## src/verilog/ex_ctrl_pkg.sv

```systemverilog
`default_nettype none

package ex_ctrl_pkg;

    typedef enum logic [3:0] {
        ALU_ADD,
        ALU_SUB,
        ALU_AND,
        ALU_OR,
        ALU_XOR,
        ALU_SLL,
        ALU_SRL,
        ALU_SRA,
        ALU_SLT,
        ALU_A_PLUS_4,
        ALU_BSEL
    } alu_op_e;

    typedef enum logic [1:0] {
        FWD_NONE = 2'd0,
        FWD_MEM  = 2'd1,
        FWD_WB   = 2'd2
    } fwd_sel_e;

    typedef enum logic {
        A_REG = 1'b0,
        A_PC  = 1'b1
    } a_sel_e;

    typedef enum logic {
        B_REG = 1'b0,
        B_IMM = 1'b1
    } b_sel_e;

    typedef enum logic {
        CSR_RS1 = 1'b0,
        CSR_IMM = 1'b1
    } csr_src_e;

endpackage

`default_nettype wire

```

## src/verilog/riscv_isa_pkg.sv

```systemverilog
`default_nettype none

package riscv_isa_pkg;

    localparam int XLEN = 32;

    // ADDI x0, x0, 0
    localparam logic [31:0] NOP_INST = 32'h0000_0013;

    typedef enum logic [6:0] {
        OPC_ARI_RTYPE = 7'b0110011,
        OPC_ARI_ITYPE = 7'b0010011,
        OPC_BRANCH    = 7'b1100011,
        OPC_LUI       = 7'b0110111,
        OPC_AUIPC     = 7'b0010111,
        OPC_CSR       = 7'b1110011,
        OPC_LOAD      = 7'b0000011,
        OPC_STORE     = 7'b0100011,
        OPC_JAL       = 7'b1101111,
        OPC_JALR      = 7'b1100111
    } opcode_e;

    typedef enum logic [2:0] {
        FNC_ADD_SUB = 3'b000,
        FNC_SLL     = 3'b001,
        FNC_SLT     = 3'b010,
        FNC_SLTU    = 3'b011,
        FNC_XOR     = 3'b100,
        FNC_SRL_SRA = 3'b101,
        FNC_OR      = 3'b110,
        FNC_AND     = 3'b111
    } funct3_e;

    typedef enum logic [2:0] {
        FNC_BEQ  = 3'b000,
        FNC_BNE  = 3'b001,
        FNC_BLT  = 3'b100,
        FNC_BGE  = 3'b101,
        FNC_BLTU = 3'b110,
        FNC_BGEU = 3'b111
    } br_funct3_e;

    typedef enum logic [2:0] {
        FNC_CSRRW  = 3'b001,
        FNC_CSRRWI = 3'b101
    } csr_funct3_e;

    // Bit 30 of the instruction
    typedef enum logic {
        FNC7_ADD_SRL = 1'b0,
        FNC7_SUB_SRA = 1'b1
    } funct7_bit_e;

    function automatic opcode_e inst_opcode(input logic [31:0] inst);
        return opcode_e'(inst[6:0]);
    endfunction

    function automatic logic [2:0] inst_funct3(input logic [31:0] inst);
        return inst[14:12];
    endfunction

    function automatic logic [4:0] inst_rd(input logic [31:0] inst);
        return inst[11:7];
    endfunction

    function automatic logic [4:0] inst_rs1(input logic [31:0] inst);
        return inst[19:15];
    endfunction

    function automatic logic [4:0] inst_rs2(input logic [31:0] inst);
        return inst[24:20];
    endfunction

    // Only instructions executed here write rd; branches and CSR ops never do
    function automatic logic writes_rd(input logic [31:0] inst);
        opcode_e opc;
        opc = inst_opcode(inst);
        return (opc == OPC_ARI_RTYPE || opc == OPC_ARI_ITYPE ||
                opc == OPC_LUI || opc == OPC_AUIPC) && inst[11:7] != 5'd0;
    endfunction

endpackage

`default_nettype wire
```

## src/verilog/ex_pipeline.sv

```systemverilog
`timescale 1ns/100ps
`default_nettype none

module ex_pipeline import riscv_isa_pkg::*, ex_ctrl_pkg::*; #(
    parameter logic [11:0] CSR_ADDR = 12'h51E
) (
    input  logic            clk,
    input  logic            rst,
    input  logic            in_valid,
    input  logic [31:0]     in_inst,
    input  logic [XLEN-1:0] in_pc,
    input  logic            in_pred_taken,
    input  logic            out_ready,
    output logic            in_ready,
    output logic            out_valid,
    output logic [XLEN-1:0] out_pc,
    output logic [4:0]      out_rd,
    output logic            out_wen,
    output logic [XLEN-1:0] out_value,
    output logic            redirect_valid,
    output logic [XLEN-1:0] redirect_pc,
    output logic [XLEN-1:0] csr_value
);

    logic            advance;
    logic            retire;
    logic            take_in;
    logic [XLEN-1:0] id_rs1;
    logic [XLEN-1:0] id_rs2;
    logic [XLEN-1:0] id_imm;

    logic            ex_valid;
    logic [31:0]     ex_inst;
    logic [XLEN-1:0] ex_pc;
    logic            ex_pred;
    logic [XLEN-1:0] ex_rs1;
    logic [XLEN-1:0] ex_rs2;
    logic [XLEN-1:0] ex_imm;

    logic            mem_valid;
    logic [31:0]     mem_inst;
    logic [XLEN-1:0] mem_pc;
    logic [XLEN-1:0] mem_result;
    logic            mem_csr_we;

    logic            wb_valid;
    logic [31:0]     wb_inst;
    logic [XLEN-1:0] wb_pc;
    logic [XLEN-1:0] wb_result;
    logic            wb_csr_we;

    logic            brun;
    logic            breq;
    logic            brlt;
    fwd_sel_e        fwda;
    fwd_sel_e        fwdb;
    a_sel_e          asel;
    b_sel_e          bsel;
    csr_src_e        csr_src;
    logic            csr_en;
    logic            br_mispred;
    logic            flush;
    alu_op_e         alusel;
    logic [XLEN-1:0] rs1_fwd;
    logic [XLEN-1:0] rs2_fwd;
    logic [XLEN-1:0] op_a;
    logic [XLEN-1:0] op_b;
    logic [XLEN-1:0] alu_result;
    logic [XLEN-1:0] ex_result;
    logic [XLEN-1:0] csr_q;

    // Whole pipeline moves together, held only by a stuck WB slot
    assign advance = !wb_valid || out_ready;
    assign in_ready = advance;
    assign retire = wb_valid && out_ready;
    // Wrong-path instruction behind a mispredict is dropped
    assign take_in = in_valid && !(ex_valid && flush);

    regfile u_regfile (
        .clk    (clk),
        .rst    (rst),
        .raddr1 (inst_rs1(in_inst)),
        .raddr2 (inst_rs2(in_inst)),
        .waddr  (out_rd),
        .wen    (retire && out_wen),
        .wdata  (wb_result),
        .rdata1 (id_rs1),
        .rdata2 (id_rs2)
    );

    imm_gen u_imm_gen (
        .inst (in_inst),
        .imm  (id_imm)
    );

    always_ff @(posedge clk) begin
        if (rst) begin
            ex_valid <= 1'b0;
            ex_inst  <= NOP_INST;
        end else if (advance) begin
            ex_valid <= take_in;
            ex_inst  <= take_in ? in_inst : NOP_INST;
        end
    end

    always_ff @(posedge clk) begin
        if (advance) begin
            ex_pc   <= in_pc;
            ex_pred <= in_pred_taken;
            ex_rs1  <= id_rs1;
            ex_rs2  <= id_rs2;
            ex_imm  <= id_imm;
        end
    end

    ex_control #(
        .CSR_ADDR (CSR_ADDR)
    ) u_ex_control (
        .inst       (ex_inst),
        .mem_inst   (mem_inst),
        .wb_inst    (wb_inst),
        .breq       (breq),
        .brlt       (brlt),
        .br_taken   (ex_pred),
        .brun       (brun),
        .fwda       (fwda),
        .fwdb       (fwdb),
        .asel       (asel),
        .bsel       (bsel),
        .csr_src    (csr_src),
        .csr_en     (csr_en),
        .br_mispred (br_mispred),
        .br_suc     (),
        .flush      (flush),
        .alusel     (alusel)
    );

    always_comb begin
        case (fwda)
            FWD_MEM: rs1_fwd = mem_result;
            FWD_WB:  rs1_fwd = wb_result;
            default: rs1_fwd = ex_rs1;
        endcase
        case (fwdb)
            FWD_MEM: rs2_fwd = mem_result;
            FWD_WB:  rs2_fwd = wb_result;
            default: rs2_fwd = ex_rs2;
        endcase
    end

    assign op_a = (asel == A_PC) ? ex_pc : rs1_fwd;
    assign op_b = (bsel == B_IMM) ? ex_imm : rs2_fwd;

    alu u_alu (
        .a      (op_a),
        .b      (op_b),
        .op     (alusel),
        .brun   (brun),
        .result (alu_result),
        .breq   (),
        .brlt   ()
    );

    // Branch compare on the forwarded registers, PC and imm go to u_alu
    alu u_cmp (
        .a      (rs1_fwd),
        .b      (rs2_fwd),
        .op     (ALU_SUB),
        .brun   (brun),
        .result (),
        .breq   (breq),
        .brlt   (brlt)
    );

    // CSR ops carry their write data down the pipe in the result slot
    assign ex_result = !csr_en ? alu_result :
                       (csr_src == CSR_IMM) ? ex_imm : rs1_fwd;

    assign redirect_valid = ex_valid && br_mispred && advance;
    assign redirect_pc = alu_result;

    always_ff @(posedge clk) begin
        if (rst) begin
            mem_valid  <= 1'b0;
            mem_inst   <= NOP_INST;
            mem_csr_we <= 1'b0;
            wb_valid   <= 1'b0;
            wb_inst    <= NOP_INST;
            wb_csr_we  <= 1'b0;
        end else if (advance) begin
            mem_valid  <= ex_valid;
            mem_inst   <= ex_inst;
            mem_csr_we <= ex_valid && csr_en;
            wb_valid   <= mem_valid;
            wb_inst    <= mem_inst;
            wb_csr_we  <= mem_csr_we;
        end
    end

    always_ff @(posedge clk) begin
        if (advance) begin
            mem_pc     <= ex_pc;
            mem_result <= ex_result;
            wb_pc      <= mem_pc;
            wb_result  <= mem_result;
        end
    end

    // Scratch CSR, updated at retire
    always_ff @(posedge clk) begin
        if (rst) begin
            csr_q <= '0;
        end else if (retire && wb_csr_we) begin
            csr_q <= wb_result;
        end
    end

    assign csr_value = csr_q;

    assign out_valid = wb_valid;
    assign out_pc    = wb_pc;
    assign out_rd    = inst_rd(wb_inst);
    assign out_wen   = writes_rd(wb_inst);
    assign out_value = wb_result;

endmodule

`default_nettype wire

```

## src/verilog/regfile.sv

```systemverilog
`timescale 1ns/100ps
`default_nettype none

module regfile import riscv_isa_pkg::*; (
    input  logic            clk,
    input  logic            rst,
    input  logic [4:0]      raddr1,
    input  logic [4:0]      raddr2,
    input  logic [4:0]      waddr,
    input  logic            wen,
    input  logic [XLEN-1:0] wdata,
    output logic [XLEN-1:0] rdata1,
    output logic [XLEN-1:0] rdata2
);

    logic [XLEN-1:0] regs [1:31];

    // x0 reads zero, a same-cycle write is bypassed
    function automatic logic [XLEN-1:0] read_port(input logic [4:0] addr);
        if (addr == 5'd0) begin
            return '0;
        end else if (wen && waddr == addr) begin
            return wdata;
        end
        return regs[addr];
    endfunction

    always_ff @(posedge clk) begin
        if (rst) begin
            for (int i = 1; i < 32; i++) begin
                regs[i] <= '0;
            end
        end else if (wen && waddr != 5'd0) begin
            regs[waddr] <= wdata;
        end
    end

    assign rdata1 = read_port(raddr1);
    assign rdata2 = read_port(raddr2);

endmodule

`default_nettype wire

```

## src/verilog/imm_gen.sv

```systemverilog
`timescale 1ns/100ps
`default_nettype none

module imm_gen import riscv_isa_pkg::*; (
    input  logic [31:0] inst,
    output logic [31:0] imm
);

    always_comb begin
        case (inst_opcode(inst))
            OPC_ARI_ITYPE, OPC_LOAD, OPC_JALR: begin
                imm = {{20{inst[31]}}, inst[31:20]};
            end
            OPC_STORE: begin
                imm = {{20{inst[31]}}, inst[31:25], inst[11:7]};
            end
            OPC_BRANCH: begin
                imm = {{19{inst[31]}}, inst[31], inst[7], inst[30:25], inst[11:8], 1'b0};
            end
            OPC_LUI, OPC_AUIPC: begin
                imm = {inst[31:12], 12'b0};
            end
            OPC_CSR: begin
                // zimm sits in the rs1 field
                if (inst_funct3(inst) == FNC_CSRRWI) begin
                    imm = {27'b0, inst[19:15]};
                end else begin
                    imm = {20'b0, inst[31:20]};
                end
            end
            default: begin
                imm = '0;
            end
        endcase
    end

endmodule

`default_nettype wire

```

## src/verilog/alu.sv

```systemverilog
`timescale 1ns/100ps
`default_nettype none

module alu import riscv_isa_pkg::*, ex_ctrl_pkg::*; (
    input  logic [XLEN-1:0] a,
    input  logic [XLEN-1:0] b,
    input  alu_op_e         op,
    input  logic            brun,
    output logic [XLEN-1:0] result,
    output logic            breq,
    output logic            brlt
);

    logic       lt;
    logic [4:0] shamt;

    // brun selects unsigned compare
    assign lt    = brun ? (a < b) : ($signed(a) < $signed(b));
    assign shamt = b[4:0];

    assign breq = a == b;
    assign brlt = lt;

    always_comb begin
        case (op)
            ALU_ADD:      result = a + b;
            ALU_SUB:      result = a - b;
            ALU_AND:      result = a & b;
            ALU_OR:       result = a | b;
            ALU_XOR:      result = a ^ b;
            ALU_SLL:      result = a << shamt;
            ALU_SRL:      result = a >> shamt;
            ALU_SRA:      result = $unsigned($signed(a) >>> shamt);
            ALU_SLT:      result = {{(XLEN - 1){1'b0}}, lt};
            ALU_A_PLUS_4: result = a + 32'd4;
            ALU_BSEL:     result = b;
            default:      result = '0;
        endcase
    end

endmodule

`default_nettype wire

```

## src/verilog/ex_control.sv

```systemverilog
`timescale 1ns/100ps
`default_nettype none

module ex_control import riscv_isa_pkg::*, ex_ctrl_pkg::*; #(
    parameter logic [11:0] CSR_ADDR = 12'h51E
) (
    input  logic [31:0] inst,
    input  logic [31:0] mem_inst,
    input  logic [31:0] wb_inst,
    input  logic        breq,
    input  logic        brlt,
    input  logic        br_taken,
    output logic        brun,
    output fwd_sel_e    fwda,
    output fwd_sel_e    fwdb,
    output a_sel_e      asel,
    output b_sel_e      bsel,
    output csr_src_e    csr_src,
    output logic        csr_en,
    output logic        br_mispred,
    output logic        br_suc,
    output logic        flush,
    output alu_op_e     alusel
);

    opcode_e    opcode;
    logic [2:0] funct3;
    logic [4:0] rs1;
    logic [4:0] rs2;
    logic       has_rs1;
    logic       has_rs2;
    logic       mem_match1;
    logic       mem_match2;
    logic       wb_match1;
    logic       wb_match2;
    logic       br_actual;
    alu_op_e    arith_op;

    assign opcode = inst_opcode(inst);
    assign funct3 = inst_funct3(inst);
    assign rs1    = inst_rs1(inst);
    assign rs2    = inst_rs2(inst);

    assign has_rs1 = opcode == OPC_ARI_RTYPE || opcode == OPC_ARI_ITYPE ||
                     opcode == OPC_BRANCH || opcode == OPC_LOAD ||
                     opcode == OPC_STORE || opcode == OPC_JALR ||
                     (opcode == OPC_CSR && funct3 == FNC_CSRRW);
    assign has_rs2 = opcode == OPC_ARI_RTYPE || opcode == OPC_STORE ||
                     opcode == OPC_BRANCH;

    assign mem_match1 = has_rs1 && writes_rd(mem_inst) && inst_rd(mem_inst) == rs1;
    assign mem_match2 = has_rs2 && writes_rd(mem_inst) && inst_rd(mem_inst) == rs2;
    assign wb_match1  = has_rs1 && writes_rd(wb_inst) && inst_rd(wb_inst) == rs1;
    assign wb_match2  = has_rs2 && writes_rd(wb_inst) && inst_rd(wb_inst) == rs2;

    // Younger producer in MEM wins over WB
    assign fwda = mem_match1 ? FWD_MEM : (wb_match1 ? FWD_WB : FWD_NONE);
    assign fwdb = mem_match2 ? FWD_MEM : (wb_match2 ? FWD_WB : FWD_NONE);

    // Kept apart from the branch logic, the comparator depends on it
    always_comb begin
        brun = 1'b0;
        case (opcode)
            OPC_ARI_RTYPE, OPC_ARI_ITYPE: brun = funct3 == FNC_SLTU;
            OPC_BRANCH: brun = funct3 == FNC_BLTU || funct3 == FNC_BGEU;
            default: brun = 1'b0;
        endcase
    end

    always_comb begin
        case (br_funct3_e'(funct3))
            FNC_BEQ:           br_actual = breq;
            FNC_BNE:           br_actual = !breq;
            FNC_BLT, FNC_BLTU: br_actual = brlt;
            FNC_BGE, FNC_BGEU: br_actual = !brlt;
            default:           br_actual = 1'b0;
        endcase
    end

    // Shared by register and immediate arithmetic
    always_comb begin
        case (funct3_e'(funct3))
            FNC_ADD_SUB: arith_op = (opcode == OPC_ARI_RTYPE && inst[30] == FNC7_SUB_SRA) ?
                                    ALU_SUB : ALU_ADD;
            FNC_SLL:     arith_op = ALU_SLL;
            FNC_SLT:     arith_op = ALU_SLT;
            FNC_SLTU:    arith_op = ALU_SLT;
            FNC_XOR:     arith_op = ALU_XOR;
            FNC_SRL_SRA: arith_op = (inst[30] == FNC7_SUB_SRA) ? ALU_SRA : ALU_SRL;
            FNC_OR:      arith_op = ALU_OR;
            FNC_AND:     arith_op = ALU_AND;
            default:     arith_op = ALU_ADD;
        endcase
    end

    always_comb begin
        asel       = A_REG;
        bsel       = B_REG;
        alusel     = ALU_ADD;
        csr_src    = CSR_RS1;
        csr_en     = 1'b0;
        br_mispred = 1'b0;
        br_suc     = 1'b0;
        flush      = 1'b0;

        case (opcode)
            OPC_ARI_RTYPE: begin
                alusel = arith_op;
            end
            OPC_ARI_ITYPE: begin
                bsel   = B_IMM;
                alusel = arith_op;
            end
            OPC_BRANCH: begin
                asel = A_PC;
                bsel = B_IMM;
                if (br_actual == br_taken) begin
                    br_suc = 1'b1;
                end else begin
                    br_mispred = 1'b1;
                    flush      = 1'b1;
                    // ALU produces the corrected fetch address
                    alusel     = br_actual ? ALU_ADD : ALU_A_PLUS_4;
                end
            end
            OPC_LUI: begin
                bsel   = B_IMM;
                alusel = ALU_BSEL;
            end
            OPC_AUIPC: begin
                asel = A_PC;
                bsel = B_IMM;
            end
            OPC_CSR: begin
                csr_src = (funct3 == FNC_CSRRWI) ? CSR_IMM : CSR_RS1;
                csr_en  = (funct3 == FNC_CSRRW || funct3 == FNC_CSRRWI) &&
                          inst[31:20] == CSR_ADDR;
            end
            default: begin
                alusel = ALU_ADD;
            end
        endcase
    end

endmodule

`default_nettype wire

```

## config.mk

```make
export PLATFORM = sky130hd
export DESIGN_NAME = ex_pipeline
export DESIGN_NICKNAME = d
export VERILOG_FILES = /design/src/verilog/ex_ctrl_pkg.sv /design/src/verilog/riscv_isa_pkg.sv /design/src/verilog/ex_pipeline.sv /design/src/verilog/regfile.sv /design/src/verilog/imm_gen.sv /design/src/verilog/alu.sv /design/src/verilog/ex_control.sv
export SDC_FILE = /design/constraint.sdc
export NUM_CORES = 2
export LEC_CHECK = 0
export BUFFER_PORTS_ARGS = -buffer_cell sky130_fd_sc_hd__buf_2
export CAP_MARGIN = 0
export CORE_UTILIZATION = 65
export CTS_CLUSTER_DIAMETER = 80
export DETAILED_ROUTE_END_ITERATION = 10
export PLACE_DENSITY = 0.82
export SETUP_SLACK_MARGIN = 0.15
export SLEW_MARGIN = 15
export SYNTH_ARGS = -nofsm -noshare
export SYNTH_HDL_FRONTEND = slang
export SYNTH_SLANG_ARGS = --single-unit
export TNS_END_PERCENT = 30
```

## constraint.sdc

```tcl
create_clock -name clk -period 23.3 [get_ports clk]
set_input_delay 3.495 -clock clk [delete_from_list [all_inputs] [get_ports clk]]
set_output_delay 3.495 -clock clk [all_outputs]
set_load 0.1 [all_outputs]
```

==> impl_metrics.json, run 1 <==
{
  "status": "stopped before the end",
  "lastStage": "global routing",
  "firstError": "[ERROR GRT-0232] Routing congestion too high. Check the congestion heatmap in the GUI.",
  "die-height_um": 355,
  "ys_types": 109,
  "pre_cts_ws_ns": 10.43,
  "antenna_found_initial": 117,
  "htreeDepth": 4,
  "yosys-top-cells-area": "edfxtp_1 47%, mux4_2 16%, nor3_1 5.2%",
  "root_buffer": "clkbuf_16",
  "synth_top_area_share_pct": 47.4,
  "postCtsResizedCells": 0,
  "netlist_area_um2": 81100,
  "cts_made_buffers": 141,
  "start_util_pct": 65.5,
  "synth-edff-count": 1281,
  "grt_max_degree": 178,
  "portBuffers": 205,
  "cts_setup_buffers": 0,
  "ys_warn_count": 0,
  "synth-main-ff-cell": "edfxtp_1",
  "cts_hold_buf": 0,
  "grt_overflow": 187,
  "clock_path_buffers": 3,
  "syn_inst": 6746,
  "track_usage_pct": 76.9,
  "hpwl_mm": 266,
  "place_congestion": 1.15,
  "yosysSeqAreaShare_pct": 49.6,
  "row_count": 129,
  "dp_cells": 8133,
  "synthArstFlopShare_pct": 0,
  "cts.sinks": 1370,
  "ys_seq_elements": 1370,
  "die_w_um": 355,
  "synth_area_leader_cell": "edfxtp_1",
  "io-pin-count": 206,
  "avgSynthCellArea_um2": 12.0
}
-- per-layer routing --
layer	GRT usage, %	GRT overflow
met5	35.8	1
met4	69.6	77
met3	63.4	8
met2	91.2	94
met1	80.0	7
-- synth_stat cells (all sizes together), types with 46 or more instances --
cell type and instances:
nand2 417, mux4 583, and2 245, a31oi 64, nor2 311, ha 129, mux2i 165, buf 171
o221ai 46, edfxtp 1281, a22oi 119, nand3 131, xnor2 67, nand2b 68, a21oi 258, inv 146
o21ai 206, o22ai 86, or2 46, a21o 47, dfxtp 89, nor3 844, o22a 58, nor4 68
clkbuf 554
-- cells by family after synthesis --
logic type | count (synthesis) | share of synthesized area, %
XOR/XNOR | 72 | 0.777
adder cells (fa/ha/maj) | 132 | 2.05
multiplexers | 777 | 18.6
buffers and inverters | 873 | 4.21
flip-flops | 1370 | 49.6
other | 1 | 0.00462
AO/OA/AOI/OAI | 1246 | 10.7
AND/OR/NAND/NOR | 2275 | 14.0
-- metrics by stage --
step	util (%)	area, um2
after detailed placement	67.6	83600
after floorplan	-	81200
after CTS	71.3	88300
after global placement	67.6	83600
==> run 2, diff against run 1 <==
--- a/config.mk
+++ b/config.mk
@@ -7,11 +7,9 @@
 export LEC_CHECK = 0
 export BUFFER_PORTS_ARGS = -buffer_cell sky130_fd_sc_hd__buf_2
 export CAP_MARGIN = 0
-export CORE_UTILIZATION = 65
-export CTS_CLUSTER_DIAMETER = 80
+export CORE_UTILIZATION = 40
 export DETAILED_ROUTE_END_ITERATION = 10
-export PLACE_DENSITY = 0.82
-export SETUP_SLACK_MARGIN = 0.15
+export PLACE_DENSITY_LB_ADDON = 0.15
 export SLEW_MARGIN = 15
 export SYNTH_ARGS = -nofsm -noshare
 export SYNTH_HDL_FRONTEND = slang
==> run 2 against run 1 <==
  * The run now ends clean
  * Synthesized cell count unchanged
  * Area after synthesis unchanged
==> impl_metrics.json, run 2 <==
{
  "status": "complete, no violations",
  "critPathKind": "reg -> out",
  "report.power.total_uw": 8680,
  "hpwl_mm": 264,
  "cts_hold_buf": 0,
  "place_area_um2": 85100,
  "slew_headroom_pct": 4.02,
  "min_period_ns": 14.44,
  "ys_warn_count": 0,
  "crit_start": "wb_inst[9]$_SDFFE_PP0N_",
  "ys_seq_elements": 1370,
  "fin_util_pct": 44.9,
  "required_ns": 19.81,
  "ff_latch_area_um2": 40200,
  "crit_path_frequent_cell": "a21o_1",
  "fin_ws_ns": 8.86,
  "p_switching_uw": 3700,
  "yosysSeqAreaShare_pct": 49.6,
  "critical-path-max-stage-delay_ns": 0.85,
  "p_int_uw": 4990,
  "yosys-top-cells-count": "1281 x edfxtp_1, 837 x nor3_1, 583 x mux4_2, 552 x clkbuf_1, 417 x nand2_1",
  "die_w_um": 452,
  "route.antenna.remaining_nets": 0,
  "multi_input_comb_area_um2": 37900,
  "hold_path_end": "out_pc[8]$_DFFE_PN_",
  "power.density_nw_per_um2": 96.4,
  "grt_setup_unrepaired": "false",
  "p_leak_uw": 0.0311,
  "drive_above_1_share_pct": 21.2,
  "layout_common_cells": "1281 x edfxtp_1, 835 x nor3_1, 583 x mux4_2, 413 x nand2_1, 303 x nor2_1",
  "die-height_um": 452,
  "synthArstFlopShare_pct": 0,
  "postCtsResizedCells": 0,
  "place_congestion": 1.09,
  "syn_inst": 6746,
  "htreeDepth": 4,
  "finalSetupViolCount": 0,
  "synth_top_area_share_pct": 47.4,
  "r2r-end": "mem_result[21]$_DFFE_PN_",
  "synth-main-ff-cell": "edfxtp_1",
  "finalCritPeriodShare_pct": 62.0,
  "pre_cts_ws_ns": 10.09,
  "clock_path_buffers": 3,
  "num_vias": 64700,
  "antenna_found_initial": 36,
  "routed_wl_mm": 378,
  "min_from": "mem_pc[8]$_DFFE_PN_",
  "cts_made_buffers": 156,
  "hold_path.class": "reg -> reg",
  "grt_max_degree": 141,
  "drc_errors": 0,
  "p_comb_share_pct": 36.3,
  "synth-edff-count": 1281,
  "final_max_slew_viol_count": 0,
  "areaGrowthSynthToFinish_pct": 11.1,
  "synth_area_leader_cell": "edfxtp_1",
  "netlist_area_um2": 81100,
  "core_area_um2": 201000,
  "grt_pass1_wl_mm": 516,
  "wl_per_cell_um": 39.9,
  "cap_violations": 0,
  "max_freq_mhz": 69.3,
  "cts_tree": "built",
  "avgSynthCellArea_um2": 12.0,
  "top_register": "u_regfile.regs",
  "end_kind": "primary output",
  "drt_pass1_iterations": 6,
  "grt_pass1_vias": 61800,
  "finalClockSkew_ns": 0.0579,
  "viasPerCell": 6.84,
  "final_nets": 6872,
  "p_seq_share_pct": 35.4,
  "clk_pin_slew_worst_paths_ns": 0.06,
  "cts.sinks": 1370,
  "reg2regPathDepth": 28,
  "vdd_drop_max_v": 0.000164,
  "arrival_ns": 10.94,
  "ys_types": 109,
  "hold_viol_final": 0,
  "root_buffer": "clkbuf_16",
  "postLayoutCellArea_um2": 90100,
  "die-area_um2": 205000,
  "r2r-start": "wb_inst[9]$_SDFFE_PP0N_",
  "p_sw_share_pct": 42.6,
  "track_usage_pct": 36.4,
  "portBuffers": 205,
  "tightest_slew_ns": 1.43,
  "hold_depth": 0,
  "yosysMostFrequentCell": "edfxtp_1",
  "critPathSlowestCell": "nand2_1",
  "clockPowerShare_pct": 28.3,
  "fill_cells": 18700,
  "io-pin-count": 206,
  "insertion_delay_ns": 0.84,
  "final_common_cell": "edfxtp_1",
  "tns_ns": 0,
  "grt_overflow": 0,
  "row_count": 164,
  "largest_reg_flops": 1024,
  "ff2ff_setup_slack_ns": 12.67,
  "worstSetupStartpointType": "flop",
  "critPathMaxFanout": 44,
  "drt_iter0_markers": 9451,
  "yosys-top-cells-area": "edfxtp_1 47%, mux4_2 16%, nor3_1 5.2%",
  "cts_setup_buffers": 0,
  "start_util_pct": 40.4
}
run 2: worst max-delay path by stage:
stage                     slack, ns         endpoint  cells past startpoint
after CTS                      9.18  redirect_pc[12]                     29
after global routing           8.57  redirect_pc[12]                     29
final                          8.86   redirect_pc[5]                     30
after detailed placement      10.09  redirect_pc[12]                     29
after floorplan                8.13         in_ready                      4
after global placement        10.31   redirect_pc[0]                     29
run 2: metal layers:
| metal | vias up | GRT usage [%] | share of wire (%) | routed length (um) |
|---|---|---|---|---|
| met4 | 4 | 17.5 | 5.7 | 21400 |
| met2 | 3947 | 55.1 | 45 | 168000 |
| li1 | 26300 | - | - | - |
| met5 | - | 0 | 0.0048 | 18 |
| met3 | 735 | 7.31 | 9.6 | 36500 |
| met1 | 33700 | 49.9 | 40 | 152000 |
run 2: per-stage QoR:
step                      hold WS (ns)  std cells
after floorplan                  0.400       6777
after global placement           0.401       9170
after detailed placement         0.405       9170
after CTS                        0.419       9446
after global routing             0.421       9447
final                            0.415       9460
run 2: area by class of cell:
cell class,count,area share (%)
antenna,14,0.0389
clock buffer,206,4.67
clock inverter,70,0.858
inverter,148,0.625
multi-input combinational,4534,42.0
sequential,1370,44.7
tap,2656,3.69
timing repair buffer,462,3.43
run 2: cells by family after synthesis:
kind of cell / synth area share (%)
buffers and inverters: 4.21
xor gates and xnor gates: 0.777
and+or+nand+nor: 14.0
other: 0.00462
DFF: 49.6
AOI/OAI and AO/OA: 10.7
muxes: 18.6
adders and majority gates: 2.05
run 2: critical path: cells and delay by family (launching register included):
family,cells,cell delay (ns)
AO/OA/AOI/OAI,15,3.51
adder cells (fa/ha/maj),2,0.53
buffers and inverters,3,1.25
flip-flops,1,0.78
AND/OR/NAND/NOR,8,3.54
XOR/XNOR,1,0.10
multiplexers,1,0.31
run 2: power by group through the flow:
stage / clock network [uW] / logic, uW / registers (uW)
5_1_grt: 2570 / 3190 / 3080
6_report: 2460 / 3150 / 3070
2_1_floorplan: 0 / 1560 / 3260
3_5_place_dp: 0 / 3040 / 3110
3_3_place_gp: 0 / 3060 / 3110
4_1_cts: 2490 / 3050 / 3060
(Power assumes the default switching activity.)
